<file path="config.mk">
export PLATFORM = sky130hd
export DESIGN_NAME = hssl_reg_bank
export DESIGN_NICKNAME = d
export VERILOG_FILES = /design/src/hssl_reg_pkg.sv /design/src/hssl_reg_bank.sv /design/src/hssl_read_mux.sv /design/src/hssl_diag_counters.sv /design/src/hssl_config_regs.sv /design/src/hssl_access_decoder.sv
export SDC_FILE = /design/constraint.sdc
export NUM_CORES = 1
export LEC_CHECK = 0
export BUFFER_PORTS_ARGS = -buffer_cell sky130_fd_sc_hd__buf_2
export CAP_MARGIN = 40
export CORE_MARGIN = 10
export CORE_UTILIZATION = 50
export DETAILED_ROUTE_END_ITERATION = 8
export PLACE_DENSITY = 0.8
export RECOVER_POWER = 100
export SYNTH_ARGS = -nofsm -noshare
export SYNTH_HDL_FRONTEND = slang
export SYNTH_SLANG_ARGS = --single-unit
</file>
<file path="constraint.sdc">
create_clock -name clk -period 3.1 [get_ports clk]
set_clock_uncertainty 0.1 [all_clocks]
set_input_delay 0.62 -clock clk [delete_from_list [all_inputs] [get_ports clk]]
set_output_delay 0.62 -clock clk [all_outputs]
set_load 0.02 [all_outputs]
</file>
<file path="src/hssl_reg_pkg.sv">
/*
  hssl register bank package
  widths, section and register codes, default words and the structs
  shared by the configuration and diagnostic register blocks
*/
package hssl_reg_pkg;

  // --------------------------------------------------------------------------
  // widths
  // --------------------------------------------------------------------------
  typedef logic [31:0] word_t;
  // word address, section in [7:4], register index in [3:0]
  typedef logic [7:0]  reg_addr_t;
  // byte address as seen on the bus
  typedef logic [9:0]  apb_addr_t;
  typedef logic [3:0]  sec_t;
  typedef logic [3:0]  idx_t;
  typedef logic [2:0]  route_t;
  typedef logic [9:0]  size_t;
  typedef logic [3:0]  sntl_t;

  // registers per section
  localparam int NUM_IFREGS = 7;
  localparam int NUM_RTREGS = 4;
  localparam int NUM_DCREGS = 4;

  // --------------------------------------------------------------------------
  // section codes and register indices
  // --------------------------------------------------------------------------
  // interface control and status
  localparam sec_t SEC_IFCAS = 4'd0;
  // input router keys, masks and routes
  localparam sec_t SEC_RTKEY = 4'd1;
  localparam sec_t SEC_RTMSK = 4'd2;
  localparam sec_t SEC_RTRTE = 4'd3;
  // diagnostic counters
  localparam sec_t SEC_DCCNT = 4'd4;

  localparam idx_t REG_STOP      = 4'd0;
  localparam idx_t REG_SOFT_RES  = 4'd1;
  localparam idx_t REG_REPLY_KEY = 4'd2;
  localparam idx_t REG_IN_WAIT   = 4'd3;
  localparam idx_t REG_OUT_WAIT  = 4'd4;
  localparam idx_t REG_OUT_TICK  = 4'd5;
  localparam idx_t REG_OUT_SIZE  = 4'd6;
  // collected signals, not storage
  localparam idx_t REG_STATUS    = 4'd14;
  localparam idx_t REG_HW_VER    = 4'd15;

  // --------------------------------------------------------------------------
  // default and fixed words
  // --------------------------------------------------------------------------
  localparam word_t STOP_DEF      = 32'd0;
  // remote reply routing key
  localparam word_t REPLY_KEY_DEF = 32'hffff_fd00;
  localparam word_t IN_WAIT_DEF   = 32'd32;
  localparam word_t OUT_WAIT_DEF  = 32'd0;
  localparam word_t OUT_TICK_DEF  = 32'd1000;
  localparam word_t OUT_SIZE_DEF  = 32'd256;
  // all-ones key forces a router miss
  localparam word_t RT_KEY_DEF    = 32'hffff_ffff;
  localparam word_t RT_MSK_DEF    = 32'h0000_0000;
  localparam word_t RT_RTE_DEF    = 32'h0000_0000;

  localparam word_t       BAD_REG         = 32'hdead_beef;
  localparam logic [11:0] STATUS_TAG      = 12'h5ec;
  localparam word_t       HW_VERSION_WORD = 32'h0001_0100;

  // --------------------------------------------------------------------------
  // structs
  // --------------------------------------------------------------------------
  typedef struct packed {
    logic      sel;
    logic      write;
    apb_addr_t addr;
    word_t     wdata;
  } apb_req_t;

  typedef struct packed {
    logic      en;
    reg_addr_t addr;
    word_t     wdata;
  } prx_req_t;

  // the one granted write of a cycle
  typedef struct packed {
    logic  valid;
    logic  soft_reset;
    sec_t  sec;
    idx_t  idx;
    word_t data;
  } wr_req_t;

  typedef struct packed {
    logic valid;
    sec_t sec;
    idx_t idx;
  } rd_req_t;

  typedef struct packed {
    logic  stop;
    word_t reply_key;
    word_t in_wait;
    word_t out_wait;
    word_t out_tick;
    size_t out_size;
  } cfg_t;

  typedef struct packed {
    word_t  [NUM_RTREGS-1:0] key;
    word_t  [NUM_RTREGS-1:0] mask;
    route_t [NUM_RTREGS-1:0] route;
  } rt_tab_t;

  typedef struct packed {
    logic  hs_mismatch;
    logic  hs_complete;
    sntl_t sntl;
  } status_t;

  typedef word_t [NUM_DCREGS-1:0] ctr_arr_t;

  // register contents after reset or soft reset
  localparam cfg_t CFG_DEF = '{
    stop:      STOP_DEF[0],
    reply_key: REPLY_KEY_DEF,
    in_wait:   IN_WAIT_DEF,
    out_wait:  OUT_WAIT_DEF,
    out_tick:  OUT_TICK_DEF,
    out_size:  size_t'(OUT_SIZE_DEF)
  };

  localparam rt_tab_t RT_TAB_DEF = '{
    key:   {NUM_RTREGS{RT_KEY_DEF}},
    mask:  {NUM_RTREGS{RT_MSK_DEF}},
    route: {NUM_RTREGS{route_t'(RT_RTE_DEF)}}
  };

endpackage
</file>
<file path="src/hssl_reg_bank.sv">
/*
  hssl register bank
  configuration and diagnostic registers of the event-stream link,
  written from the bus and from packets, read back over the bus
*/
`timescale 1ns/100ps
module hssl_reg_bank
(
  input  logic                                clk,
  input  logic                                resetn,

  // bus and packet access
  input  hssl_reg_pkg::apb_req_t              apb,
  input  hssl_reg_pkg::prx_req_t              prx,
  output hssl_reg_pkg::word_t                 prdata,
  output logic                                pready,

  // counter enables and link status
  input  logic [hssl_reg_pkg::NUM_DCREGS-1:0] cnt_en,
  input  hssl_reg_pkg::status_t               status,

  // register contents
  output hssl_reg_pkg::cfg_t                  cfg,
  output hssl_reg_pkg::rt_tab_t               rt,
  output hssl_reg_pkg::ctr_arr_t              ctr
);

  hssl_reg_pkg::wr_req_t wr_req;
  hssl_reg_pkg::rd_req_t rd_req;

  // --------------------------------------------------------------------------
  // access decode and write grant
  // --------------------------------------------------------------------------
  hssl_access_decoder u_decoder (
    .clk    (clk),
    .resetn (resetn),
    .apb    (apb),
    .prx    (prx),
    .wr_req (wr_req),
    .rd_req (rd_req),
    .pready (pready)
  );

  // --------------------------------------------------------------------------
  // storage
  // --------------------------------------------------------------------------
  hssl_config_regs u_config (
    .clk    (clk),
    .resetn (resetn),
    .wr_req (wr_req),
    .cfg    (cfg),
    .rt     (rt)
  );

  hssl_diag_counters u_counters (
    .clk    (clk),
    .resetn (resetn),
    .wr_req (wr_req),
    .cnt_en (cnt_en),
    .ctr    (ctr)
  );

  // bus read back
  hssl_read_mux u_read_mux (
    .clk    (clk),
    .resetn (resetn),
    .rd_req (rd_req),
    .cfg    (cfg),
    .rt     (rt),
    .ctr    (ctr),
    .status (status),
    .prdata (prdata)
  );

endmodule

</file>
<file path="src/hssl_read_mux.sv">
/*
  hssl read multiplexer
  selects the addressed word from every section, status and version
  and registers it as bus read data
*/
`timescale 1ns/100ps
module hssl_read_mux
(
  input  logic                   clk,
  input  logic                   resetn,
  input  hssl_reg_pkg::rd_req_t  rd_req,
  input  hssl_reg_pkg::cfg_t     cfg,
  input  hssl_reg_pkg::rt_tab_t  rt,
  input  hssl_reg_pkg::ctr_arr_t ctr,
  input  hssl_reg_pkg::status_t  status,
  output hssl_reg_pkg::word_t    prdata
);

  hssl_reg_pkg::word_t rd_word;
  hssl_reg_pkg::word_t status_word;
  logic                rt_in_range;
  logic                dc_in_range;

  // tag, then handshake flags and sentinel in the low bits
  assign status_word = {hssl_reg_pkg::STATUS_TAG, 14'd0,
                        status.hs_mismatch, status.hs_complete, status.sntl};

  assign rt_in_range = rd_req.idx < hssl_reg_pkg::NUM_RTREGS;
  assign dc_in_range = rd_req.idx < hssl_reg_pkg::NUM_DCREGS;

  // --------------------------------------------------------------------------
  // word select
  // --------------------------------------------------------------------------
  always_comb
  begin
    rd_word = hssl_reg_pkg::BAD_REG;
    case (rd_req.sec)
      hssl_reg_pkg::SEC_IFCAS:
        case (rd_req.idx)
          hssl_reg_pkg::REG_STOP:      rd_word = hssl_reg_pkg::word_t'(cfg.stop);
          hssl_reg_pkg::REG_SOFT_RES:  rd_word = '0;
          hssl_reg_pkg::REG_REPLY_KEY: rd_word = cfg.reply_key;
          hssl_reg_pkg::REG_IN_WAIT:   rd_word = cfg.in_wait;
          hssl_reg_pkg::REG_OUT_WAIT:  rd_word = cfg.out_wait;
          hssl_reg_pkg::REG_OUT_TICK:  rd_word = cfg.out_tick;
          hssl_reg_pkg::REG_OUT_SIZE:  rd_word = hssl_reg_pkg::word_t'(cfg.out_size);
          hssl_reg_pkg::REG_STATUS:    rd_word = status_word;
          hssl_reg_pkg::REG_HW_VER:    rd_word = hssl_reg_pkg::HW_VERSION_WORD;
          default:                     rd_word = hssl_reg_pkg::BAD_REG;
        endcase
      hssl_reg_pkg::SEC_RTKEY:
        if (rt_in_range)
          rd_word = rt.key[rd_req.idx];
      hssl_reg_pkg::SEC_RTMSK:
        if (rt_in_range)
          rd_word = rt.mask[rd_req.idx];
      hssl_reg_pkg::SEC_RTRTE:
        if (rt_in_range)
          rd_word = hssl_reg_pkg::word_t'(rt.route[rd_req.idx]);
      hssl_reg_pkg::SEC_DCCNT:
        if (dc_in_range)
          rd_word = ctr[rd_req.idx];
      default:
        rd_word = hssl_reg_pkg::BAD_REG;
    endcase
  end

  // read data holds until the next read
  always_ff @(posedge clk or negedge resetn)
  begin
    if (!resetn)
      prdata <= '0;
    else if (rd_req.valid)
      prdata <= rd_word;
  end

endmodule

</file>
<file path="src/hssl_diag_counters.sv">
/*
  hssl diagnostic counters
  free-running event counters, loadable by a granted write which
  takes priority over counting
*/
`timescale 1ns/100ps
module hssl_diag_counters
(
  input  logic                                clk,
  input  logic                                resetn,
  input  hssl_reg_pkg::wr_req_t               wr_req,
  input  logic [hssl_reg_pkg::NUM_DCREGS-1:0] cnt_en,
  output hssl_reg_pkg::ctr_arr_t              ctr
);

  logic                                dc_hit;
  logic [hssl_reg_pkg::NUM_DCREGS-1:0] ctr_wr;

  assign dc_hit = wr_req.valid && (wr_req.sec == hssl_reg_pkg::SEC_DCCNT);

  // one-hot load select per counter
  always_comb
  begin
    for (int i = 0; i < hssl_reg_pkg::NUM_DCREGS; i++)
      ctr_wr[i] = dc_hit && (wr_req.idx == hssl_reg_pkg::idx_t'(i));
  end

  // counters wrap at 2^32
  always_ff @(posedge clk or negedge resetn)
  begin
    if (!resetn)
    begin
      ctr <= '0;
    end
    else
    begin
      for (int i = 0; i < hssl_reg_pkg::NUM_DCREGS; i++)
      begin
        if (ctr_wr[i])
          ctr[i] <= wr_req.data;
        else if (cnt_en[i])
          ctr[i] <= ctr[i] + hssl_reg_pkg::word_t'(1);
      end
    end
  end

endmodule

</file>
<file path="src/hssl_config_regs.sv">
/*
  hssl configuration registers
  interface control words and input router tables, loaded with their
  defaults on reset and on soft reset
*/
`timescale 1ns/100ps
module hssl_config_regs
(
  input  logic                   clk,
  input  logic                   resetn,
  input  hssl_reg_pkg::wr_req_t  wr_req,
  output hssl_reg_pkg::cfg_t     cfg,
  output hssl_reg_pkg::rt_tab_t  rt
);

  logic ifc_wr;
  logic rt_wr;

  assign ifc_wr = wr_req.valid && (wr_req.sec == hssl_reg_pkg::SEC_IFCAS);

  // router sections share the index range
  assign rt_wr  = wr_req.valid && (wr_req.idx < hssl_reg_pkg::NUM_RTREGS);

  // --------------------------------------------------------------------------
  // interface control
  // --------------------------------------------------------------------------
  always_ff @(posedge clk or negedge resetn)
  begin
    if (!resetn)
    begin
      cfg <= hssl_reg_pkg::CFG_DEF;
    end
    else if (wr_req.soft_reset)
    begin
      cfg <= hssl_reg_pkg::CFG_DEF;
    end
    else if (ifc_wr)
    begin
      case (wr_req.idx)
        hssl_reg_pkg::REG_STOP:
          cfg.stop <= wr_req.data[0];
        hssl_reg_pkg::REG_REPLY_KEY:
          cfg.reply_key <= wr_req.data;
        hssl_reg_pkg::REG_IN_WAIT:
          cfg.in_wait <= wr_req.data;
        hssl_reg_pkg::REG_OUT_WAIT:
          cfg.out_wait <= wr_req.data;
        hssl_reg_pkg::REG_OUT_TICK:
          cfg.out_tick <= wr_req.data;
        hssl_reg_pkg::REG_OUT_SIZE:
          cfg.out_size <= hssl_reg_pkg::size_t'(wr_req.data);
        // status, version and unused indices hold
        default:
          cfg <= cfg;
      endcase
    end
  end

  // --------------------------------------------------------------------------
  // input router tables
  // --------------------------------------------------------------------------
  always_ff @(posedge clk or negedge resetn)
  begin
    if (!resetn)
    begin
      rt <= hssl_reg_pkg::RT_TAB_DEF;
    end
    else if (wr_req.soft_reset)
    begin
      rt <= hssl_reg_pkg::RT_TAB_DEF;
    end
    else if (rt_wr)
    begin
      case (wr_req.sec)
        hssl_reg_pkg::SEC_RTKEY:
          rt.key[wr_req.idx] <= wr_req.data;
        hssl_reg_pkg::SEC_RTMSK:
          rt.mask[wr_req.idx] <= wr_req.data;
        // only the low route bits are kept
        hssl_reg_pkg::SEC_RTRTE:
          rt.route[wr_req.idx] <= hssl_reg_pkg::route_t'(wr_req.data);
        default:
          rt <= rt;
      endcase
    end
  end

endmodule

</file>
<file path="src/hssl_access_decoder.sv">
/*
  hssl access decoder
  splits bus and packet addresses, grants one write per cycle with the
  packet port first, flags soft reset and stalls the bus on a collision
*/
`timescale 1ns/100ps
module hssl_access_decoder
(
  input  logic                   clk,
  input  logic                   resetn,
  input  hssl_reg_pkg::apb_req_t apb,
  input  hssl_reg_pkg::prx_req_t prx,
  output hssl_reg_pkg::wr_req_t  wr_req,
  output hssl_reg_pkg::rd_req_t  rd_req,
  output logic                   pready
);

  // bus addresses are byte addresses
  hssl_reg_pkg::reg_addr_t apb_word;
  hssl_reg_pkg::sec_t      apb_sec;
  hssl_reg_pkg::idx_t      apb_idx;
  hssl_reg_pkg::sec_t      prx_sec;
  hssl_reg_pkg::idx_t      prx_idx;
  logic                    apb_wr;

  assign apb_word = apb.addr[9:2];
  assign apb_sec  = apb_word[7:4];
  assign apb_idx  = apb_word[3:0];
  assign prx_sec  = prx.addr[7:4];
  assign prx_idx  = prx.addr[3:0];
  assign apb_wr   = apb.sel && apb.write;

  // --------------------------------------------------------------------------
  // write grant
  // --------------------------------------------------------------------------
  always_comb
  begin
    wr_req = '0;
    if (prx.en)
    begin
      wr_req.valid = 1'b1;
      wr_req.sec   = prx_sec;
      wr_req.idx   = prx_idx;
      wr_req.data  = prx.wdata;
    end
    else if (apb_wr)
    begin
      wr_req.valid = 1'b1;
      wr_req.sec   = apb_sec;
      wr_req.idx   = apb_idx;
      wr_req.data  = apb.wdata;
    end
    // soft reset register has no storage
    wr_req.soft_reset = wr_req.valid
                        && (wr_req.sec == hssl_reg_pkg::SEC_IFCAS)
                        && (wr_req.idx == hssl_reg_pkg::REG_SOFT_RES);
  end

  assign rd_req = '{valid: apb.sel && !apb.write, sec: apb_sec, idx: apb_idx};

  // one-cycle stall whenever a packet write meets a bus access
  always_ff @(posedge clk or negedge resetn)
  begin
    if (!resetn)
      pready <= 1'b0;
    else
      pready <= !(apb.sel && prx.en);
  end

endmodule

</file>
==> results.cfg, run 1 <==
[synth]
synthFlopType = dfrtp_1
synth_top_area_cell = dfrtp_1
synth_top_area_share_pct = 35.3
netlist_instances = 2734
synth_warnings = 0
async_flop_share_pct = 100
synth.most_common_cell = dfrtp_1
yosys.cell_types.count = 67
syn-num-nets = 2835
synth.cell_area_um2 = 29000
synthTopCellsByCount = dfrtp_1 (409), nand2_1 (298), nor2_1 (244)
synth_area_leaders = dfrtp_1 (35%), dfstp_2 (14%), mux4_2 (7.7%), nand2_1 (3.9%), mux2_2 (3.2%)
avgSynthCellArea_um2 = 10.6
synth_seq_cells = 568
synth_edf_count = 0
synth_seq_area_share_pct = 49.8

[critical_path]
startpoint_type = primary input
worstPathCellList = clkbuf_1 -> clkbuf_1 -> buf_4 -> a22oi_1 -> clkbuf_1 -> buf_4 -> a211oi_1
path_class = in -> reg
regToRegSetupSlack_ns = 0.40
path_delay_family = buffers and inverters
arrival_ns = 3.28
cp_slowest_stage_delay_ns = 0.59
cp_max_fo = 46
worstRegToRegCells = 6
crit_path_frequent_cell = clkbuf_1
worstSetupEndpointType = flop
critical_path_buf_inv_count = 5
r2r_start = u_counters.ctr[107]
cp.required_ns = 3.53
slowest_stage = clkbuf_1
r2r_end = u_counters.ctr[127]

[hold_path]
hold_class = in -> reg
whs_endpoint = u_decoder.pready
hold_depth = 2
min_from = apb[43]

[timing]
relSlewSlack_pct = -25.5
fmax_ghz = 0.351
grt_setup_unrepaired = false
hold_violations = 0
worst-slew-pin-transition_ns = 1.88
fin_tns_setup_ns = 0
finalSetupViolations = 0
period_minus_slack_ns = 2.85
final.setup.worst_slack_ns = 0.255
drv_slew = 51
fin_crit_sh_pct = 91.8

[global_route]
antenna_found_initial = 11
grt_use_total_pct = 36.9
grt_max_degree = 152
grt_pass1_vias = 27111
grt_first_pass_wirelength_um = 187000
overflow = 0

[clocking]
post_cts_buffers = 0
clock_latency_ns = 0.63
clock_path_buffers = 3
numCtsBuffers = 60
cts.clk_slew.worst_paths_ns = 0.06
cts-root-buf = clkbuf_16
tritoncts = done
h-tree-depth = 2
cts_sinks = 568

[floorplan]
die_area_um2 = 67900
io-pin-count = 665
die-width_um = 261
initial_core_util_pct = 50.4
rows = 88
core_um2 = 57500
die_y_um = 261

[routing]
drt_iter0_drc = 3743
dr.pass1.iters = 8
num_vias = 28237
detail-route-antenna-nets = 0
drcViolationCount = 0
wirelength_um = 130000
wire_per_inst_um = 31.0
via_per_inst = 6.72

[power_and_ir_drop]
p_total_mw = 23.2
p_comb_share_pct = 24.7
peakVddDrop_mv = 0.511
clkPwrFrac_pct = 32.3
p_seq_share_pct = 43.0
p_per_area_nw_per_um2 = 659
p_sw_mw = 8.32
p_leak_nw = 14.4
netSwitchingFraction_pct = 35.8
p_int_mw = 14.9

[placement]
gp_congestion = 0.969
place_ws_ns = 0.00725
dp.cells = 4076
dp.final_hpwl_um = 95800
port_buffers = 662

[finish]
final_cells = 4199
post-route-util_pct = 61.4
fin_nets = 3475
drive_gt1_share_pct = 20.5
areaGrowthSynthToFinish_pct = 21.8

[run_status]
status = finished with violations
violations = max-capacitance violations, max-slew violations

[flow_run]
cap_viol_max_count = 1
==> metal layers <==
metal,track usage (%),vias up,wire length [um]
met5,0,-,24
met4,17.8,4,7410
met3,12.6,472,17700
met2,56.6,2281,58300
met1,46.4,14026,46800
li1,-,11454,-
==> sequential cells by signal, indices dropped and copies added, names as in the netlist <==
signal and count:
u_config.cfg 139, u_config.rt 268, u_counters.ctr 128, u_decoder.pready 1, u_read_mux.prdata 32
==> worst max path at each step <==
stage,startpoint,endpoint,slack (ns),cells past startpoint
after CTS,u_counters.ctr[107],u_counters.ctr[127],0.50,6
final,prx[40],u_config.rt[22],0.25,7
after detailed placement,apb[34],u_read_mux.prdata[13],0.007,8
after global routing,resetn,u_config.cfg[28],0.21,3
after global placement,apb[34],u_read_mux.prdata[13],0.06,8
after floorplan,apb[34],u_read_mux.prdata[10],0.31,7
==> kinds of logic after synthesis <==
group	synth area share, %
buf+inv	3.58
flops	49.8
compound gates	17.6
simple gates	13.0
fa+ha+maj	0.173
mux	12.2
xor+xnor	3.72
==> what timing repair did <==
item	CTS	global route
hold buffers	1	0
resized for setup	0	0
endpoints found under the hold margin	32	0
==> through the flow <==
| stage | hold slack [ns] | cell area (um^2) |
|---|---|---|
| after floorplan | 0.224 | 29000 |
| after global placement | 0.377 | 34100 |
| after detailed placement | 0.382 | 34100 |
| after CTS | 0.170 | 36200 |
| after global routing | 0.206 | 35300 |
| final | 0.206 | 35300 |
==> cell usage in the layout (no fill, tap or decap), types with 62 or more instances in the layout <==
| cell | instances |
|---|---|
| xnor2_1 | 66 |
| o21ai_0 | 149 |
| clkbuf_1 | 606 |
| nand3_1 | 89 |
| mux2_2 | 83 |
| buf_4 | 95 |
| clkbuf_16 | 62 |
| a211oi_1 | 65 |
| a22oi_1 | 99 |
| a21oi_1 | 104 |
| buf_2 | 90 |
| mux4_2 | 99 |
| dfstp_2 | 159 |
| nor2_1 | 242 |
| nand2_1 | 298 |
| dfrtp_1 | 409 |
| o211ai_1 | 101 |
==> power by group through the flow <==
stage	logic, mW	registers, mW	clock network, mW
after CTS	6.01	9.87	7.53
after global routing	6.09	10.1	7.84
after detailed placement	5.96	9.98	0
final	5.75	9.99	7.51
after floorplan	2.16	10.9	0
after global placement	5.84	9.92	0
==> layout make-up <==
class / instances / area [um^2]
inverter: 13 / 48.8
sequential: 568 / 14400
clock inverter: 25 / 265
fill: 4943 / 22200
tap: 765 / 957
timing repair buffer: 826 / 4200
multi-input combinational: 1905 / 13600
antenna: 11 / 27.5
clock buffer: 86 / 1760
Note: power is estimated with default switching activity, not from simulation.
==> run 2, diff against run 1 <==
--- a/config.mk
+++ b/config.mk
@@ -7,10 +7,12 @@
 export LEC_CHECK = 0
 export BUFFER_PORTS_ARGS = -buffer_cell sky130_fd_sc_hd__buf_2
 export CAP_MARGIN = 40
+export CELL_PAD_IN_SITES_DETAIL_PLACEMENT = 0
+export CELL_PAD_IN_SITES_GLOBAL_PLACEMENT = 2
 export CORE_MARGIN = 10
-export CORE_UTILIZATION = 50
+export CORE_UTILIZATION = 37
 export DETAILED_ROUTE_END_ITERATION = 8
-export PLACE_DENSITY = 0.8
+export PLACE_DENSITY = 0.91
 export RECOVER_POWER = 100
 export SYNTH_ARGS = -nofsm -noshare
 export SYNTH_HDL_FRONTEND = slang
==> results.cfg, run 2 (synthesized netlist as in run 1, its figures left out) <==
[placement]
gp_congestion = 0.960
postPlaceCellArea_um2 = 34700
place_ws_ns = 0.173
port_buffers = 662
dp.final_hpwl_um = 106000

[global_route]
overflow = 0
grt_first_pass_wirelength_um = 200000
grt_use_total_pct = 30.1
antenna_found_initial = 8
grt_max_degree = 82
grt_pass1_vias = 26608

[finish]
drive_gt1_share_pct = 20.9
top_register = u_config.rt
final_cell_mix = clkbuf_1 (620), dfrtp_1 (409), nand2_1 (298)
multi_input_area_um2 = 13600
largest_reg_flops = 268
seqCellArea_um2 = 14400
fin_nets = 3509
fillCellCount = 7695
stdcell_area_um2 = 36100
areaGrowthSynthToFinish_pct = 24.6
final_common_cell = clkbuf_1
reg_top3 = u_config.rt x268, u_config.cfg x139, u_counters.ctr x128

[routing]
num_vias = 26959
wire_per_inst_um = 31.1
drt_iter0_drc = 2511
via_per_inst = 5.99
dr.pass1.iters = 6
wirelength_um = 140000
detail-route-antenna-nets = 0
drcViolationCount = 0

[critical_path]
arrival_ns = 3.07
startpoint_type = primary input
worstSetupEndpointType = flop
path_class = in -> reg
cp_max_fo = 27
regToRegSetupSlack_ns = 0.72
cp.required_ns = 3.48

[power_and_ir_drop]
p_per_area_nw_per_um2 = 677
netSwitchingFraction_pct = 35.1
p_seq_share_pct = 41.1
peakVddDrop_mv = 0.419
p_comb_share_pct = 23.5
p_int_mw = 15.9
clkPwrFrac_pct = 35.3
p_leak_nw = 14.6
p_sw_mw = 8.56

[floorplan]
initial_core_util_pct = 37.4
die-width_um = 300
rows = 102
die_y_um = 300
die_area_um2 = 89900
io-pin-count = 665
core_um2 = 77500

[timing]
final.setup.worst_slack_ns = 0.411
worst-slew-pin-transition_ns = 1.41
hold_ws_ns = 0.229
finalSetupViolations = 0
hold_violations = 0
relSlewSlack_pct = 5.74
fin_tns_setup_ns = 0
period_minus_slack_ns = 2.69
drv_slew = 0
fin_crit_sh_pct = 86.7
fmax_ghz = 0.372
grt_setup_unrepaired = false

[clocking]
h-tree-depth = 3
numCtsBuffers = 69
cts.clk_slew.worst_paths_ns = 0.06
post_cts_buffers = 0
cts.repair.resized = 0
clock_latency_ns = 0.61
tritoncts = done
clock_path_buffers = 3
cts-root-buf = clkbuf_16
cts_sinks = 568

[flow_run]
cap_viol_max_count = 0

[hold_path]
hold_class = in -> reg

[run_status]
status = finished, final reports clean
## run 2: final timing paths
check / to / from / depth (start not counted)
setup / recovery: u_config.cfg[10] / prx[40] / 7
hold / removal: u_decoder.pready / apb[43] / 2
setup reg to reg: u_counters.ctr[31] / u_counters.ctr[14] / 5
hold reg to reg: u_read_mux.prdata[0] / u_read_mux.prdata[0] / 1
max in group asynchronous: u_config.rt[10] / resetn / 4
min in group asynchronous: u_config.rt[109] / resetn / 2
## run 2: per-layer routing
layer | routed length, um | vias up | global-route usage, %
li1 | - | 11533 | -
met3 | 11500 | 334 | 7.49
met1 | 53100 | 13707 | 36.4
met2 | 67100 | 1373 | 49.9
met4 | 8100 | 12 | 14.2
met5 | 90 | - | 0
## run 2: through the flow
stage,total power [mW],util [%],instances
floorplan,13.1,-,2734
global placement,16.1,44.8,4373
detailed placement,16.2,44.8,4376
global route,25.3,46.6,4503
finish,24.4,46.6,4504
CTS,24.8,47.9,4502
## run 2: layout make-up
type / instances / area share, %
Clock inverter: 18 / 0.878
Timing Repair Buffer: 851 / 12.0
Tap cell: 1040 / 3.61
Inverter: 13 / 0.135
Clock buffer: 107 / 5.75
Sequential cell: 568 / 40.0
Antenna cell: 2 / 0.0139
Multi-Input combinational cell: 1905 / 37.7
## run 2: critical path, cell delays in order
cell and delay, ns:
buf_4 0.27, clkbuf_1 0.24, nor2_1 0.18, clkbuf_2 0.34, a22oi_1 0.80, nor2_1 0.26, mux2_2 0.33
## run 2: power groups by stage
stage,registers (mW),logic (mW),clock network [mW]
after global placement,10.0,6.04,0
after floorplan,10.9,2.16,0
after CTS,9.97,6.12,8.71
final,10.0,5.75,8.63
after detailed placement,10.1,6.09,0
after global routing,10.2,6.16,9.00
## run 2: timing repair
| action | 4_1_cts | 5_1_grt |
|---|---|---|
| setup endpoints to repair | 0 | 0 |
| hold endpoints to repair | 26 | 0 |
| hold buffers | 1 | 0 |
